## config.mk

```make
export PLATFORM = sky130hd
export DESIGN_NAME = stage2_channel_acc
export DESIGN_NICKNAME = d
export VERILOG_FILES = /design/src/stage2_cnn_pkg.sv /design/src/stage2_channel_acc.sv
export VERILOG_INCLUDE_DIRS = /design/src
export SDC_FILE = /design/constraint.sdc
export NUM_CORES = 1
export LEC_CHECK = 0
export ABC_AREA = 1
export BUFFER_PORTS_ARGS = -buffer_cell sky130_fd_sc_hd__buf_2
export CAP_MARGIN = 20
export CORE_MARGIN = 10
export CORE_UTILIZATION = 35
export DETAILED_ROUTE_END_ITERATION = 16
export SYNTH_ARGS = -nofsm -noshare
export SYNTH_HDL_FRONTEND = slang
export SYNTH_SLANG_ARGS = --single-unit
```

## constraint.sdc

```tcl
create_clock -name clk -period 0.9 [get_ports clk]
set_clock_uncertainty 0.2 [all_clocks]
set_input_delay 0.09 -clock clk [delete_from_list [all_inputs] [get_ports clk]]
set_output_delay 0.09 -clock clk [all_outputs]
set_load 0.03 [all_outputs]
```

## src/stage2_cnn_params.svh

```systemverilog
`ifndef STAGE2_CNN_PARAMS_SVH
`define STAGE2_CNN_PARAMS_SVH

// ==========================================================================
// window geometry
// ==========================================================================

// kernel width and height
`define KX 5
`define KY 5
// input channels per output pixel
`define CI 3

// ==========================================================================
// bit widths
// ==========================================================================

// signed weight
`define W_BW 7
// signed feature-map element
`define IBW 20
// full product, fmap x weight
`define M_BW (`IBW + `W_BW)
// kernel total, 5 bits of growth for 25 terms
`define AK_BW (`M_BW + 5)
// channel sum, 2 bits of growth for up to 4 channels
`define ACI_BW (`AK_BW + 2)
// signed per-output-channel bias
`define B_BW 16
// output pixel, unsigned after relu
`define O_BW 24

`endif

```

## src/stage2_cnn_pkg.sv

```systemverilog
package stage2_cnn_pkg;

`include "stage2_cnn_params.svh"

	// ======================================================================
	// element types of the stage-2 datapath
	// ======================================================================

	// one kernel weight
	typedef logic signed [`W_BW-1:0] weight_t;
	// one feature-map element
	typedef logic signed [`IBW-1:0] fmap_t;
	// one fmap x weight product
	typedef logic signed [`M_BW-1:0] mul_t;
	// sum of 25 products of one channel
	typedef logic signed [`AK_BW-1:0] acc_kernel_t;
	// sum over all input channels
	typedef logic signed [`ACI_BW-1:0] acc_ch_t;
	// per-output-channel bias
	typedef logic signed [`B_BW-1:0] bias_t;
	// result pixel, never negative after relu
	typedef logic [`O_BW-1:0] ofmap_t;

endpackage

```

## src/stage2_channel_acc.sv

```systemverilog
`timescale 1ns/1ps
`include "stage2_cnn_params.svh"

module stage2_channel_acc (
	input  logic clk,
	input  logic reset_n,
	// kernels run in lockstep, one valid for all
	input  logic i_in_valid,
	// one kernel total per input channel
	input  stage2_cnn_pkg::acc_kernel_t [`CI-1:0] i_kernel_acc,
	output logic o_ot_valid,
	output stage2_cnn_pkg::acc_ch_t o_ot_ch_acc
);

	// ======================================================================
	// cross-channel adder
	// ======================================================================

	stage2_cnn_pkg::acc_ch_t ch_sum;
	stage2_cnn_pkg::acc_ch_t r_ch_acc;
	logic r_valid;

	// each total sign-extended to the channel sum width
	always_comb begin
		ch_sum = '0;
		for (int c = 0; c < `CI; c++) begin
			ch_sum = ch_sum + $signed(i_kernel_acc[c]);
		end
	end

	// hold the last sum between strobes
	always_ff @(posedge clk or negedge reset_n) begin
		if (!reset_n) begin
			r_ch_acc <= '0;
		end else if (i_in_valid) begin
			r_ch_acc <= ch_sum;
		end
	end

	// one register of valid delay
	always_ff @(posedge clk or negedge reset_n) begin
		if (!reset_n) begin
			r_valid <= 1'b0;
		end else begin
			r_valid <= i_in_valid;
		end
	end

	assign o_ot_valid = r_valid;
	assign o_ot_ch_acc = r_ch_acc;

endmodule

```

# Word-level counts from Yosys, hierarchy flattened
# Cells that the tools add are included.
[word_totals] wordCells=4 input_bits=99 output_inout_bits=35 reg_bits=35
[classes] addsub=2
[ops] operator="$add 33x32->34" count=1
[ops] operator="$add 32x32->33" count=1

# Logic depth before layout (Yosys ltp)
[logic_depth] depth_word=2 ltp_mapped=16 depth_no_buf=16

# Least setup slack after synthesis
# Ideal clock, no wire load.
[synth_path] path_kind="input to register" from="input port i_kernel_acc[1] (netlist name)" to="register r_ch_acc[33] (netlist: o_ot_ch_acc[33])" path_stages=13 arrival_time_ps=1911 n_path_buf=0 slack_ps=-1328 setup_ps=117 path_cell_list="fa_1 -> ha_1 -> fa_1 -> nand2_2 -> nand2_1 -> nand3_1 -> nand2_1 -> nand2_1 -> nand2_2 -> nand2_1 -> nand3_1 -> nand3_1 -> nand2_1"
[synth_between] elab_chain_cells=2
[synth_lines] element="from (decl)" line_no="stage2_channel_acc.sv:10" rtl="input stage2_cnn_pkg::acc_kernel_t [`CI-1:0] i_kernel_acc,"
[synth_lines] element="$add 32x32->33" line_no="stage2_channel_acc.sv:27" rtl="ch_sum = ch_sum + $signed(i_kernel_acc[c]);"
[synth_lines] element="$add 33x32->34" line_no="stage2_channel_acc.sv:27"
[synth_lines] element="to (signal assigned)" line_no="stage2_channel_acc.sv:36" rtl="r_ch_acc <= ch_sum;"
[synth_lines] element="to (decl)" line_no="stage2_channel_acc.sv:20" rtl="stage2_cnn_pkg::acc_ch_t r_ch_acc;"
# No other way between the ends.
# A chain may end at the register's enable or synchronous reset.

# Worst setup path after layout
[layout_path] from="input port i_kernel_acc[1] (netlist name)" to="register r_ch_acc[25] (netlist: o_ot_ch_acc[25])"
# The elaborated chain is that of the path after synthesis.

==> parameters.txt <==
Parameter                              Value

Status
  Status    finished with violations
  Violated checks    negative hold slack, negative setup slack

Critical path
  Required @ worst endpoint    0.86 ns
  Count of buffer and inverter cells on the critical path    1
  Critical path's slowest cell    fa_1
  Biggest fanout along the worst timing path    3
  Number of cells on the worst reg-to-reg path    4
  Delay of the slowest critical-path stage    0.51 ns
  Endpoint arrival time on the critical path    2.01 ns
  Category of the most critical setup path    input pin to flop
  Type of origin of the critical path    input pin
  Endpoint class of the critical path    flop
  Setup slack, reg-to-reg    -0.16 ns
  Critical path, cell by cell    buf_6 > fa_1 > ha_4 > fa_2 > nand2_4 > nand2_4 > nand3_2 > nand2_2 > nand2_2 > nand2_4 > nand2_4 > nand3_2 > nand3_1 > nand2_1
  Startpoint of the most critical register-to-register path    o_ot_ch_acc[27]$_DFFE_PN0P_
  Crit-path leading delay family    adder cells
  Capturing point of the worst reg2reg path    o_ot_ch_acc[27]$_DFFE_PN0P_
  Critical path's most frequent cell    nand2_4

Clock tree
  TritonCTS clock tree    built
  Worst-skew pair later-pin latency    ~0.27 ns
  Clock sink count    35
  Max Buffers Root-to-Sink    2
  Clock tree root buffer cell    clkbuf_16
  Clock slew at the register clock pins of the worst setup and hold paths    about 0.05 ns
  Hold-fix buffers at CTS    1
  Number of buffers inserted during clock tree synthesis    5
  Clock H-tree levels    2

Placement
  # placed instances    1018
  Port-buffer cells    ~130
  Post-detailed-placement half-perimeter wirelength    around 12000 um
  Worst slack, placed    -1.45 ns
  Final weighted congestion in routability-driven placement    0.857
  Placed cell area    approximately 6000 um^2

Hold path
  Hold-critical path depth    2
  Hold Path Origin    i_in_valid
  Hold/Removal Path Class    input pin to flop
  End point of the most critical hold path    o_ot_valid$_DFF_PN0_

Timing
  Final min period    between 2 and 2.5 ns
  Sum of negative setup slack    -40.10 ns
  Max frequency    just under 500 MHz
  Relative slew slack    77.2%
  Pins over their slew limit    0
  Crit share post-route    227%
  Actual transition at the worst max-transition pin    0.340 ns
  Hold Fails Final Rpt    8
  Final setup viols    69
  Worst hold margin    -0.0472 ns
  RSZ-0062 raised after global routing    yes
  Fin worst setup slack    -1.14 ns

Floorplanning
  I/O Pins    134
  Number of rows in the core area    40
  Die outline area    between 15000 and 20000 um^2
  Horizontal extent of the die    132 um
  DIE HEIGHT    between 100 and 150 um
  Starting density of the core    a little over a third
  Floorplan core area    12200 um^2

Layout
  # diodes    0
  Final cell count without fillers    1069
  Net count, final    approximately 1100
  Final non-filler cell area    ~7700 um^2
  Most common library cell in the layout ignoring fill and taps    nand2_1
  Layout Utilization    63.3%
  Layout cells sized above 1    between 40% and 50%
  Area added between synthesis and finish    75.4%
  Most used cells in the layout excluding fill and tap cells    198 x nand2_1, 111 x inv_1, 88 x buf_2

Run
  Maximum Capacitance Violations    0

Synthesis
  Total number of yosys warnings    0
  Number of distinct library cells after synthesis    29
  Net count after synthesis    838
  Library cell with the largest summed area after synthesis    nand2_1
  Cells taking the most area after synthesis    nand2_1 24%, dfrtp_1 20%, fa_1 15%
  Top cell type's share of synthesized area    24.2%
  Sequential cell area fraction in the yosys report    20.0%
  Cell area after technology mapping    4390 um^2
  Syn Inst Count    674
  Count of state elements after synthesis    35
  Average footprint of a synthesized cell    ~6.5 um^2

Power
  Total power density per cell area    1980 nW/um^2
  Pleak    4.05 nW
  NetSw    around 7 mW
  Share of total power in combinational logic    72.6%
  Clock Power Share    about 11%
  Internal power summed over all cells    8.33 mW
  Part of the power in registers    ~16%
  Switching part of the total power    roughly 45%
  Largest voltage drop on the vdd net    1050 uV

Routing
  Drt drc    0
  Initial DRC count    161
  Vias    4820
  TritonRoute pass-1 iters    4
  Post-detailed-route count of antenna-violating nets    0
  Routed wire length per instance    14.1 um
  Routed vias/inst    around 4.5
  Overall routed net length    15100 um

Global route
  Largest net degree at the start of global routing    29
  Total GRT Usage    ~17%
  Antenna violations before repair    0
  Final global-route overflow total    0
  Via count of the first global-routing pass    5072
  Wire length of the first global-routing pass    approximately 25000 um
-- area by class of cell --
| cell class | count | area (um^2) |
|---|---|---|
| clock buffer | 6 | 139 |
| clock inverter | 1 | 5.00 |
| fill | 1054 | 4470 |
| inverter | 123 | 474 |
| multi-input combinational | 509 | 4260 |
| sequential | 35 | 877 |
| tap | 168 | 210 |
| timing repair buffer | 227 | 1730 |
-- worst max-delay path by stage --
stage / from / end / depth (start not counted)
2_1_floorplan: i_kernel_acc[1] / o_ot_ch_acc[33]$_DFFE_PN0P_ / 13
3_3_place_gp: i_kernel_acc[15] / o_ot_ch_acc[25]$_DFFE_PN0P_ / 13
3_5_place_dp: i_kernel_acc[1] / o_ot_ch_acc[23]$_DFFE_PN0P_ / 14
4_1_cts: i_kernel_acc[65] / o_ot_ch_acc[31]$_DFFE_PN0P_ / 15
5_1_grt: i_kernel_acc[1] / o_ot_ch_acc[29]$_DFFE_PN0P_ / 13
6_report: i_kernel_acc[1] / o_ot_ch_acc[25]$_DFFE_PN0P_ / 14
-- through the flow --
stage               total power, mW  hold WS [ns]
global route                   16.4       -0.0451
CTS                            13.9       -0.0552
floorplan                      7.37        -0.406
global placement               10.0        -0.251
finish                         15.2       -0.0472
detailed placement             10.1        -0.248
-- metal layers --
layer / routed length [um] / GRT usage (%) / vias to the layer above
li1: - / - / 2497
met1: 7140 / 23.5 / 2194
met2: 7000 / 27.0 / 117
met3: 794 / 2.78 / 12
met4: 136 / 2.66 / 0
met5: 0 / 0 / -
-- power by group through the flow --
stage	registers, mW	logic (mW)	clock network, mW
5_1_grt	2.55	12.0	1.79
3_3_place_gp	2.37	7.66	0
6_report	2.48	11.1	1.70
4_1_cts	2.47	9.65	1.74
3_5_place_dp	2.39	7.73	0
2_1_floorplan	3.36	4.01	0
-- registers in the layout (all words and copies together) (netlist names) --
register and cells:
o_ot_valid 1, o_ot_ch_acc 34
-- logic make-up (layout without fill, tap and decap cells) --
group / Yosys count / count (layout) / synth area share, %
buffers and inverters: 130 / 357 / 11.5
flip-flops: 35 / 35 / 20.0
XOR/XNOR: 14 / 14 / 2.80
adder cells (fa/ha/maj): 65 / 65 / 24.2
AO/OA/AOI/OAI: 41 / 41 / 4.99
AND/OR/NAND/NOR: 389 / 389 / 36.6
-- timing repair --
action,4_1_cts,5_1_grt
pin swaps,55,102
endpoints found under the hold margin,36,1
setup endpoints to repair,68,68
buffers inserted,29,16
gates resized for setup,164,145
-- Yosys cell counts (all sizes together) --
master,count
o21ai,16
and2,3
a21oi,21
ha,32
clkbuf,5
nand4,2
nand3b,5
nand2,291
nor3,3
xor2,1
inv,123
nand3,41
buf,2
xnor2,13
a21o,1
dfrtp,35
nor2,44
fa,33
o21bai,3
(Power assumes the default switching activity.)
