==> src/stage2_cnn_params.svh <==
`ifndef STAGE2_CNN_PARAMS_SVH
`define STAGE2_CNN_PARAMS_SVH

// ==========================================================================
// window geometry
// ==========================================================================

// kernel width and height
`define KX 5
`define KY 5
// input channels per output pixel
`define CI 3

// ==========================================================================
// bit widths
// ==========================================================================

// signed weight
`define W_BW 7
// signed feature-map element
`define IBW 20
// full product, fmap x weight
`define M_BW (`IBW + `W_BW)
// kernel total, 5 bits of growth for 25 terms
`define AK_BW (`M_BW + 5)
// channel sum, 2 bits of growth for up to 4 channels
`define ACI_BW (`AK_BW + 2)
// signed per-output-channel bias
`define B_BW 16
// output pixel, unsigned after relu
`define O_BW 24

`endif

==> src/stage2_cnn_pkg.sv <==
package stage2_cnn_pkg;

`include "stage2_cnn_params.svh"

	// ======================================================================
	// element types of the stage-2 datapath
	// ======================================================================

	// one kernel weight
	typedef logic signed [`W_BW-1:0] weight_t;
	// one feature-map element
	typedef logic signed [`IBW-1:0] fmap_t;
	// one fmap x weight product
	typedef logic signed [`M_BW-1:0] mul_t;
	// sum of 25 products of one channel
	typedef logic signed [`AK_BW-1:0] acc_kernel_t;
	// sum over all input channels
	typedef logic signed [`ACI_BW-1:0] acc_ch_t;
	// per-output-channel bias
	typedef logic signed [`B_BW-1:0] bias_t;
	// result pixel, never negative after relu
	typedef logic [`O_BW-1:0] ofmap_t;

endpackage

==> src/stage2_bias_relu.sv <==
`timescale 1ns/1ps
`include "stage2_cnn_params.svh"

module stage2_bias_relu (
	input  logic clk,
	input  logic reset_n,
	input  logic i_in_valid,
	input  stage2_cnn_pkg::acc_ch_t i_ch_acc,
	// held stable while its pixel is in flight
	input  stage2_cnn_pkg::bias_t i_bias,
	output logic o_ot_valid,
	output stage2_cnn_pkg::ofmap_t o_ot_fmap
);

	// one extra bit so the bias add cannot wrap
	localparam int SUM_BW = `ACI_BW + 1;
	// largest output value, zero-extended to the sum width
	localparam logic signed [SUM_BW-1:0] O_MAX = {{(SUM_BW-`O_BW){1'b0}}, {`O_BW{1'b1}}};

	// ======================================================================
	// bias, relu, clip
	// ======================================================================

	logic signed [SUM_BW-1:0] biased;
	stage2_cnn_pkg::ofmap_t clipped;
	stage2_cnn_pkg::ofmap_t r_ot_fmap;
	logic r_valid;

	always_comb begin
		// both operands sign-extended
		biased = $signed(i_ch_acc) + $signed(i_bias);
		if (biased < 0) begin
			// relu
			clipped = '0;
		end else if (biased > O_MAX) begin
			// saturate at all ones
			clipped = '1;
		end else begin
			clipped = biased[`O_BW-1:0];
		end
	end

	// output pixel holds between strobes
	always_ff @(posedge clk or negedge reset_n) begin
		if (!reset_n) begin
			r_ot_fmap <= '0;
			r_valid <= 1'b0;
		end else begin
			r_valid <= i_in_valid;
			if (i_in_valid) begin
				r_ot_fmap <= clipped;
			end
		end
	end

	assign o_ot_valid = r_valid;
	assign o_ot_fmap = r_ot_fmap;

endmodule

==> config.mk <==
export PLATFORM = sky130hd
export DESIGN_NAME = stage2_bias_relu
export DESIGN_NICKNAME = d
export VERILOG_FILES = /design/src/stage2_cnn_pkg.sv /design/src/stage2_bias_relu.sv
export VERILOG_INCLUDE_DIRS = /design/src
export SDC_FILE = /design/constraint.sdc
export NUM_CORES = 1
export LEC_CHECK = 0
export BUFFER_PORTS_ARGS = -buffer_cell sky130_fd_sc_hd__buf_2
export CORE_UTILIZATION = 50
export DETAILED_ROUTE_END_ITERATION = 16
export HOLD_SLACK_MARGIN = 0.12
export PLACE_DENSITY = 0.87
export SYNTH_ARGS = -nofsm -noshare
export SYNTH_HDL_FRONTEND = slang
export SYNTH_SLANG_ARGS = --single-unit
==> constraint.sdc <==
create_clock -name clk -period 1.8 [get_ports clk]
set_input_delay 0.27 -clock clk [delete_from_list [all_inputs] [get_ports clk]]
set_output_delay 0.27 -clock clk [all_outputs]
set_load 0.01 [all_outputs]
* Yosys cells after proc, flatten, opt, wreduce, memory -nomap -nowiden *
Index checks and enable logic that the tools add are counted.

operators by class
  multiplexer cells = 2
  add/sub/neg operators = 1
  magnitude comparators = 2

operators by type and width
  kind                                                             count
  two-way mux 24 bit                                               2
  adder 34 x 16 -> 35 bit                                          1
  greater-than comparator 35 x 25 -> 1 bit, second input constant  1
  < comparator 35 x 1 -> 1 bit, second input constant              1

word-level totals
  output and inout port bits = 25
  word-level logic and storage cells = 7
  register bits after elaboration = 25
  input port bits = 53

* Longest topological paths before layout *
Gate-level depths: netlist (run 1).

  word-level depth = 4
  depth in mapped cells = 13

* Worst setup path before layout (run 1) *
OpenSTA, ideal clock, no wires.

  kind = input -> register
  start = in i_ch_acc[0]
  end = reg r_ot_fmap[11], in the netlist o_ot_fmap[11]
  path slack = -1.158 ns
  data arrival time = 2.813 ns
  stages = 13
  required time = 1.656 ns
  buffers on the path = 1
  cell sequence = ha_1 -> inv_1 -> fa_1 -> nand2b_1 -> a21o_1 -> a211oi_1 -> o21ai_1 -> and4_4 -> nor4_2 -> o2111ai_1 -> nor4_4 -> buf_6 -> a32oi_1

on the way
  cells in the longest elaborated chain, start to end = 4

RTL lines
  element                                   RTL line                source
  from (decl)                               stage2_bias_relu.sv:8   input stage2_cnn_pkg::acc_ch_t i_ch_acc,
  adder 34 x 16 -> 35 bit *                 stage2_bias_relu.sv:31  biased = $signed(i_ch_acc) + $signed(i_bias);
  greater-than comparator 35 x 25 -> 1 bit  stage2_bias_relu.sv:35  end else if (biased > O_MAX) begin
  two-way mux 24 bit                        stage2_bias_relu.sv:35
  two-way mux 24 bit *                      stage2_bias_relu.sv:32  if (biased < 0) begin
  to (signal assigned)                      stage2_bias_relu.sv:51  r_ot_fmap <= clipped;
  to (decl)                                 stage2_bias_relu.sv:26  stage2_cnn_pkg::ofmap_t r_ot_fmap;

Mark *: on every way between the ends. The rest lies on a longest branch, timed or not.
A chain may end at the register's enable or synchronous reset.

* Final worst setup path (run 1) *
  start = in i_ch_acc[0]
  end = reg r_ot_fmap[16], in the netlist o_ot_fmap[16]

The elaborated chain is that of the path after synthesis.

==> flow_metrics.tcl, run 1 <==
set metrics [dict create \
    outcome "finished with violations" \
    violations "negative setup slack" \
    hold_viol_final 0 \
    synth_area_mm2 0.00307 \
    crit_buf_inv 4 \
    finalCritPeriodShare 1.63 \
    cp_data_required_time_ns 1.93 \
    fin_skew_ns 0 \
    cts_made_buffers 3 \
    die_x_um 80.4 \
    setup_ws_ns -1.13 \
    start_util 0.519 \
    fill_cells 342 \
    synth-seq-cells 25 \
    clkLatencyLatePin_ns 0.28 \
    path_class "in2reg" \
    overflow 0 \
    reg2reg_slack_ns 0.72 \
    portBuffers 77 \
    crit_path_start_kind "input port" \
    post-route-util 0.802 \
    nets 649 \
    wl_um 12300 \
    max_slew_margin 0.455 \
    grt_max_degree 29 \
    timing.critical_path.from "i_ch_acc[0]" \
    cts_tree "built" \
    clkTransAtPathRegs_ns 0.10 \
    num_antenna_cells 0 \
    num_rows 28 \
    leakage_nw 2.29 \
    ys_types 61 \
    drive_gt1_frac 0.432 \
    die_area_mm2 0.00646 \
    vias 4228 \
    path_max_fanout 6 \
    antenna_found_initial 0 \
    h-tree-depth 1 \
    critical_path.max_stage_delay_ns 0.36 \
    ff2ff_path_depth 3 \
    cp_common_cell "nor4_4" \
    die_y_um 80.4 \
    syn_area_per_cell_um2 7.91 \
    yosysSeqAreaShare 0.204 \
    clock-sinks 25 \
    hp-class "in2reg" \
    post_drt_via_cell_ratio 6.66 \
    drtAntennaViolNets 0 \
    ir_drop_mv 0.576 \
    synthArstFlopShare 1.00 \
    max_freq_mhz 341 \
    crit_path_end "o_ot_fmap[16]" \
    rsz0062_at_grt "true" \
    place_congestion 0.931 \
    yosysWarningCount 0 \
    placed_area_mm2 0.00432 \
    synthCells 388 \
    core-area_mm2 0.00592 \
    cts_buffer_depth 2 \
    power_density_mw_per_mm2 594 \
    arrival_ns 3.06 \
    r2r-end "o_ot_fmap[21]" \
    fin_crit_ns 2.93 \
    cap_violations 0 \
    slowest_stage "fa_2" \
    holdCritStartpoint "i_in_valid" \
    slew_violations 0 \
    crit_cells 15 \
    grt_pass1_wl_um 16400 \
    syn-num-nets 476 \
    design_area_mm2 0.00475 \
    ios 78 \
    clock_tree.root_cell "clkbuf_8" \
    grtUsageTotal 0.318 \
    ys.flop_type "dfrtp_1" \
    grt_pass1_vias 3713 \
    first_pass_iters 5 \
    endpoint_kind "flip-flop" \
    cpLargestDelayFamily "compound AO/OA/AOI/OAI gates" \
    dp_hpwl_um 7800 \
    wl_per_cell_um 19.4 \
    synth_edf_count 0 \
    first_iter_violations 475 \
    rr_startpoint "o_ot_fmap[21]" \
    setup_violations 24 \
    crit_chain "buf_6 > ha_4 > inv_2 > fa_2 > nand2b_4 > a21o_1 > a211oi_4 > o21ai_2 > and4_4 > nor4_4 > o2111ai_2 > nor4_4 > buf_4 > buf_12 > a32oi_2" \
    totalNegativeSetupSlack_ns -24.69 \
    area_growth_pct 54.6 \
    worst_pin_slew_ns 0.812 \
    route.detailed.drc 0 \
]
per-stage QoR:
stage | worst slack [ns] | power, mW | std cells | hold slack, ns
CTS | -0.961 | 2.58 | 631 | 0.153
finish | -1.13 | 2.82 | 635 | 0.144
global route | -1.23 | 2.96 | 635 | 0.135
detailed placement | -1.33 | 2.21 | 623 | 0.286
global placement | -1.22 | 2.14 | 623 | 0.277
floorplan | -0.995 | 1.54 | 388 | -0.0256
flip-flops by register name, indices dropped and copies added (netlist names):
register,cells
o_ot_valid,1
o_ot_fmap,24
report_power, final:
| part | internal (mW) | leakage [nW] | switching (mW) | total, mW |
|---|---|---|---|---|
| Combinational | 0.812 | 1.97 | 0.931 | 1.74 |
| Sequential | 0.637 | 0.291 | 0.0769 | 0.714 |
| Clock | 0.156 | 0.0255 | 0.209 | 0.365 |
kinds of logic (layout without fill, tap and decap cells):
logic type      count (synthesis)  count (layout)  synth area share
buf+inv                        31             203            0.0452
simple gates                  120             120             0.199
flops                          25              25             0.204
xor+xnor                       25              25            0.0713
compound gates                151             151             0.332
mux                             1               1           0.00326
fa+ha+maj                      35              35             0.145
metal layers:
metal	global-route usage	routed length (um)	up-vias
met5	0	0	-
met4	0.120	644	0
met3	0.0330	1180	88
met2	0.569	5860	333
met1	0.388	4630	1978
li1	-	-	1829
repair_timing:
action / 4_1_cts / 5_1_grt
pin swaps: 4 / 23
gates cloned: 1 / 2
setup buffers: 2 / 2
endpoints found under the hold margin: 25 / 0
hold buffers: 1 / 0
setup endpoints to repair: 24 / 24
resized for setup: 14 / 36
worst min-delay path by stage:
| stage | endpoint | slack, ns | depth (start not counted) |
|---|---|---|---|
| CTS | o_ot_valid | 0.15 | 1 |
| global placement | o_ot_fmap[2] | 0.28 | 1 |
| finish | o_ot_valid | 0.14 | 1 |
| floorplan | o_ot_fmap[0] | -0.03 | 0 |
| detailed placement | o_ot_fmap[4] | 0.29 | 1 |
| global route | o_ot_valid | 0.13 | 1 |
synthesized netlist by cell type (2+ instances only):
master / n / area [um2]
a31oi_1: 7 / 43.8
o21ai_1: 2 / 10.0
nor2_1: 21 / 78.8
a32oi_1: 21 / 184
inv_1: 10 / 37.5
nor3b_1: 3 / 22.5
nor2b_1: 3 / 18.8
or2_2: 3 / 18.8
o21a_1: 4 / 30.0
a41o_1: 2 / 20.0
a22oi_1: 3 / 22.5
clkbuf_1: 12 / 45.0
o211ai_1: 2 / 15.0
and3_1: 6 / 37.5
buf_2: 5 / 25.0
dfrtp_1: 25 / 626
o2111ai_1: 4 / 35.0
o21ai_0: 9 / 45.0
o31ai_1: 3 / 22.5
ha_1: 34 / 425
nor3_1: 6 / 30.0
o211a_1: 2 / 20.0
and4_1: 2 / 17.5
nand2b_1: 4 / 25.0
a211o_1: 3 / 26.3
nand2_1: 47 / 176
a2bb2oi_1: 2 / 17.5
and2_1: 2 / 12.5
a21oi_1: 56 / 280
buf_6: 2 / 22.5
xnor2_1: 17 / 149
nand3_1: 8 / 40.0
a21o_1: 19 / 143
xor2_1: 8 / 70.1
nand4_1: 5 / 31.3
placed cells by master, fill, tap and decap left out, types with 7 or more instances in the layout:
master and count:
a21o_1 19, a21oi_1 50, a32oi_1 18, buf_2 72
buf_4 103, dfrtp_1 25, ha_1 26, ha_4 7
inv_1 9, nand2_1 46, nand3_1 7, nor2_1 21
o21ai_0 7, xnor2_1 17, xor2_1 8
layout make-up:
| cell class | count | area (um2) | share of cell area |
|---|---|---|---|
| Clock buffer | 3 | 41.3 | 0.00870 |
| Clock inverter | 1 | 5.00 | 0.00105 |
| Inverter | 11 | 41.3 | 0.00870 |
| Multi-Input combinational cell | 332 | 2600 | 0.548 |
| Timing Repair Buffer | 188 | 1340 | 0.281 |
| Tap cell | 75 | 93.8 | 0.0198 |
| Sequential cell | 25 | 626 | 0.132 |
(Power assumes the default switching activity.)
==> run 2: changes to the inputs <==
Settings changed: ABC_AREA from default to 1, PLACE_DENSITY 0.87 to 0.85.
==> flow_metrics.tcl, run 2 <==
set metrics [dict create \
    hold_viol_final 0 \
    grt_max_degree 26 \
    vias 5186 \
    worst_pin_slew_ns 0.528 \
    finalCritPeriodShare 1.27 \
    hp-class "in2reg" \
    ys.flop_type "dfrtp_1" \
    setup_ws_ns -0.482 \
    yosysWarningCount 0 \
    netlist_top_cells_area "nand2_1 (33%), dfrtp_1 (17%), inv_1 (12%), ha_1 (12%), nor2_1 (4.4%)" \
    wl_per_cell_um 16.2 \
    die_y_um 87.7 \
    grtUsageMet1 0.429 \
    first_iter_violations 616 \
    place_congestion 0.987 \
    final_common_cell "nand2_1" \
    synth_area_mm2 0.00367 \
    drtAntennaViolNets 0 \
    whs_ns 0.138 \
    cts_tree "built" \
    synth-seq-cells 25 \
    num_antenna_cells 0 \
    grt_pass1_wl_um 22400 \
    met3_usage 0.0566 \
    synth_edf_count 0 \
    clock_tree.root_cell "clkbuf_8" \
    p_total_mw 3.26 \
    path_max_fanout 6 \
    crit_path_start_kind "input port" \
    cap_violations 0 \
    overflow 0 \
    clock-sinks 25 \
    critical_path.max_stage_delay_ns 0.26 \
    crit_chain "buf_16 > ha_4 > nand2_2 > inv_1 > nand2_1 > nand2_1 > inv_1 > nand2_1 > a21oi_2 > nand3_1 > nand2_1 > nand3_2 > nor2_4 > nand3_4 > nand2_8 > nand2_4 > nand2_4 > nand2_2" \
    placed_area_mm2 0.00468 \
    endpoint_kind "flip-flop" \
    wl_um 14900 \
    slew_violations 0 \
    cts_made_buffers 3 \
    syn-num-nets 755 \
    cpLargestDelayFamily "simple AND/OR/NAND/NOR gates" \
    start_util 0.529 \
    h-tree-depth 1 \
    ios 78 \
    final_cell_mix "nand2_1 (258), inv_1 (109), buf_2 (74), buf_4 (74), nand2_2 (59)" \
    synth_area_leader_cell "nand2_1" \
    clkTransAtPathRegs_ns 0.08 \
    arrival_ns 2.45 \
    regArea_um2 626 \
    clkLatencyLatePin_ns 0.27 \
    setup_violations 24 \
    yosysMostFrequentCell "nand2_1" \
    violations "negative setup slack" \
    post-route-util 0.826 \
    cts_buffer_depth 2 \
    synthCells 667 \
    max_freq_mhz 438 \
    portBuffers 77 \
    multi_input_area_mm2 0.00343 \
    grt_most_used_layer "met2" \
    first_pass_iters 6 \
    nets 913 \
    ir_drop_mv 0.296 \
    fill_cells 397 \
    core-area_mm2 0.00694 \
    dp_hpwl_um 9310 \
    fin_cells 920 \
    die_area_mm2 0.00770 \
    grt_pass1_vias 4857 \
    power_density_mw_per_mm2 568 \
    syn_area_per_cell_um2 5.51 \
    slowest_stage "ha_4" \
    design_area_mm2 0.00574 \
    die_x_um 87.7 \
    yosysSeqAreaShare 0.170 \
    post_drt_via_cell_ratio 5.64 \
    fin_crit_ns 2.28 \
    path_class "in2reg" \
    outcome "finished with violations" \
    route.detailed.drc 0 \
    cp_data_required_time_ns 1.96 \
    antenna_found_initial 0 \
    area_growth_pct 56.1 \
    leakage_nw 3.19 \
    rsz0062_at_grt "true" \
    yosysTopAreaCellShare 0.327 \
    crit_buf_inv 3 \
    cp_common_cell "nand2_1" \
    max_slew_margin 0.648 \
    fin_skew_ns 0 \
    met2_usage 0.648 \
    yosys-top-cells-count "nand2_1 (320), inv_1 (114), nor2_1 (43)" \
    synthArstFlopShare 1.00 \
    grtUsageTotal 0.372 \
    num_rows 30 \
    dp_cells 902 \
    largest_reg_flops 24 \
    drive_gt1_frac 0.396 \
    ys_types 30 \
]
run 2: cell type report:
cell class | instances | area share
tap | 96 | 0.0209
timing repair buffer | 156 | 0.186
sequential | 25 | 0.109
multi-input combinational | 519 | 0.598
clock buffer | 4 | 0.00785
inverter | 120 | 0.0785
run 2: cell families (layout without fill, tap and decap cells):
logic type / Yosys count / in the layout / synth area share
compound gates: 34 / 34 / 0.0497
buf+inv: 126 / 280 / 0.133
fa+ha+maj: 35 / 35 / 0.121
xor+xnor: 22 / 22 / 0.0524
flops: 25 / 25 / 0.170
simple gates: 425 / 428 / 0.473
run 2: metal layers:
layer	wire length [um]	vias up
li1	-	2326
met1	5470	2374
met2	7080	377
met3	1430	109
met4	967	0
met5	0	-
run 2: repair_timing:
action,4_1_cts,5_1_grt
buffers inserted,8,1
endpoints found under the hold margin,25,0
endpoints found under the setup margin,24,24
pin swaps,51,15
gates cloned,3,1
resized for setup,127,53
hold buffers,1,0
run 2: path summary, 6_finish.rpt:
kind / depth (start not counted) / slack (ns) / start / end
worst max-delay path: 18 / -0.48 / i_bias[15] / o_ot_fmap[19]
worst min-delay path: 1 / 0.14 / i_in_valid / o_ot_valid
worst max register to register: 2 / 1.12 / o_ot_fmap[12] / o_ot_fmap[12]
worst min register to register: 2 / 0.48 / o_ot_fmap[0] / o_ot_fmap[0]
max in group asynchronous: 2 / 0.94 / reset_n / o_ot_fmap[18]
min in group asynchronous: 2 / 0.50 / reset_n / o_ot_fmap[2]
run 2: per-stage QoR:
| step | setup slack [ns] | TNS [ns] |
|---|---|---|
| finish | -0.482 | -10.55 |
| global route | -0.568 | -12.94 |
| CTS | -0.297 | -6.69 |
| detailed placement | -0.912 | -21.30 |
| global placement | -0.820 | -19.29 |
| floorplan | -0.401 | -9.15 |
run 2: report_power, final:
part           leakage (nW)  total (mW)  internal, mW  switching (mW)
logic                  2.85        2.20         0.933            1.26
clock network        0.0228       0.327         0.159           0.169
registers             0.319       0.733         0.672          0.0608
total                  3.19        3.26          1.76            1.49
run 2: worst register-to-register path, cell delays in order, from the launching register on:
cell and delay [ns]:
dfrtp_1 0.42, nand2_1 0.09, nand2_1 0.07
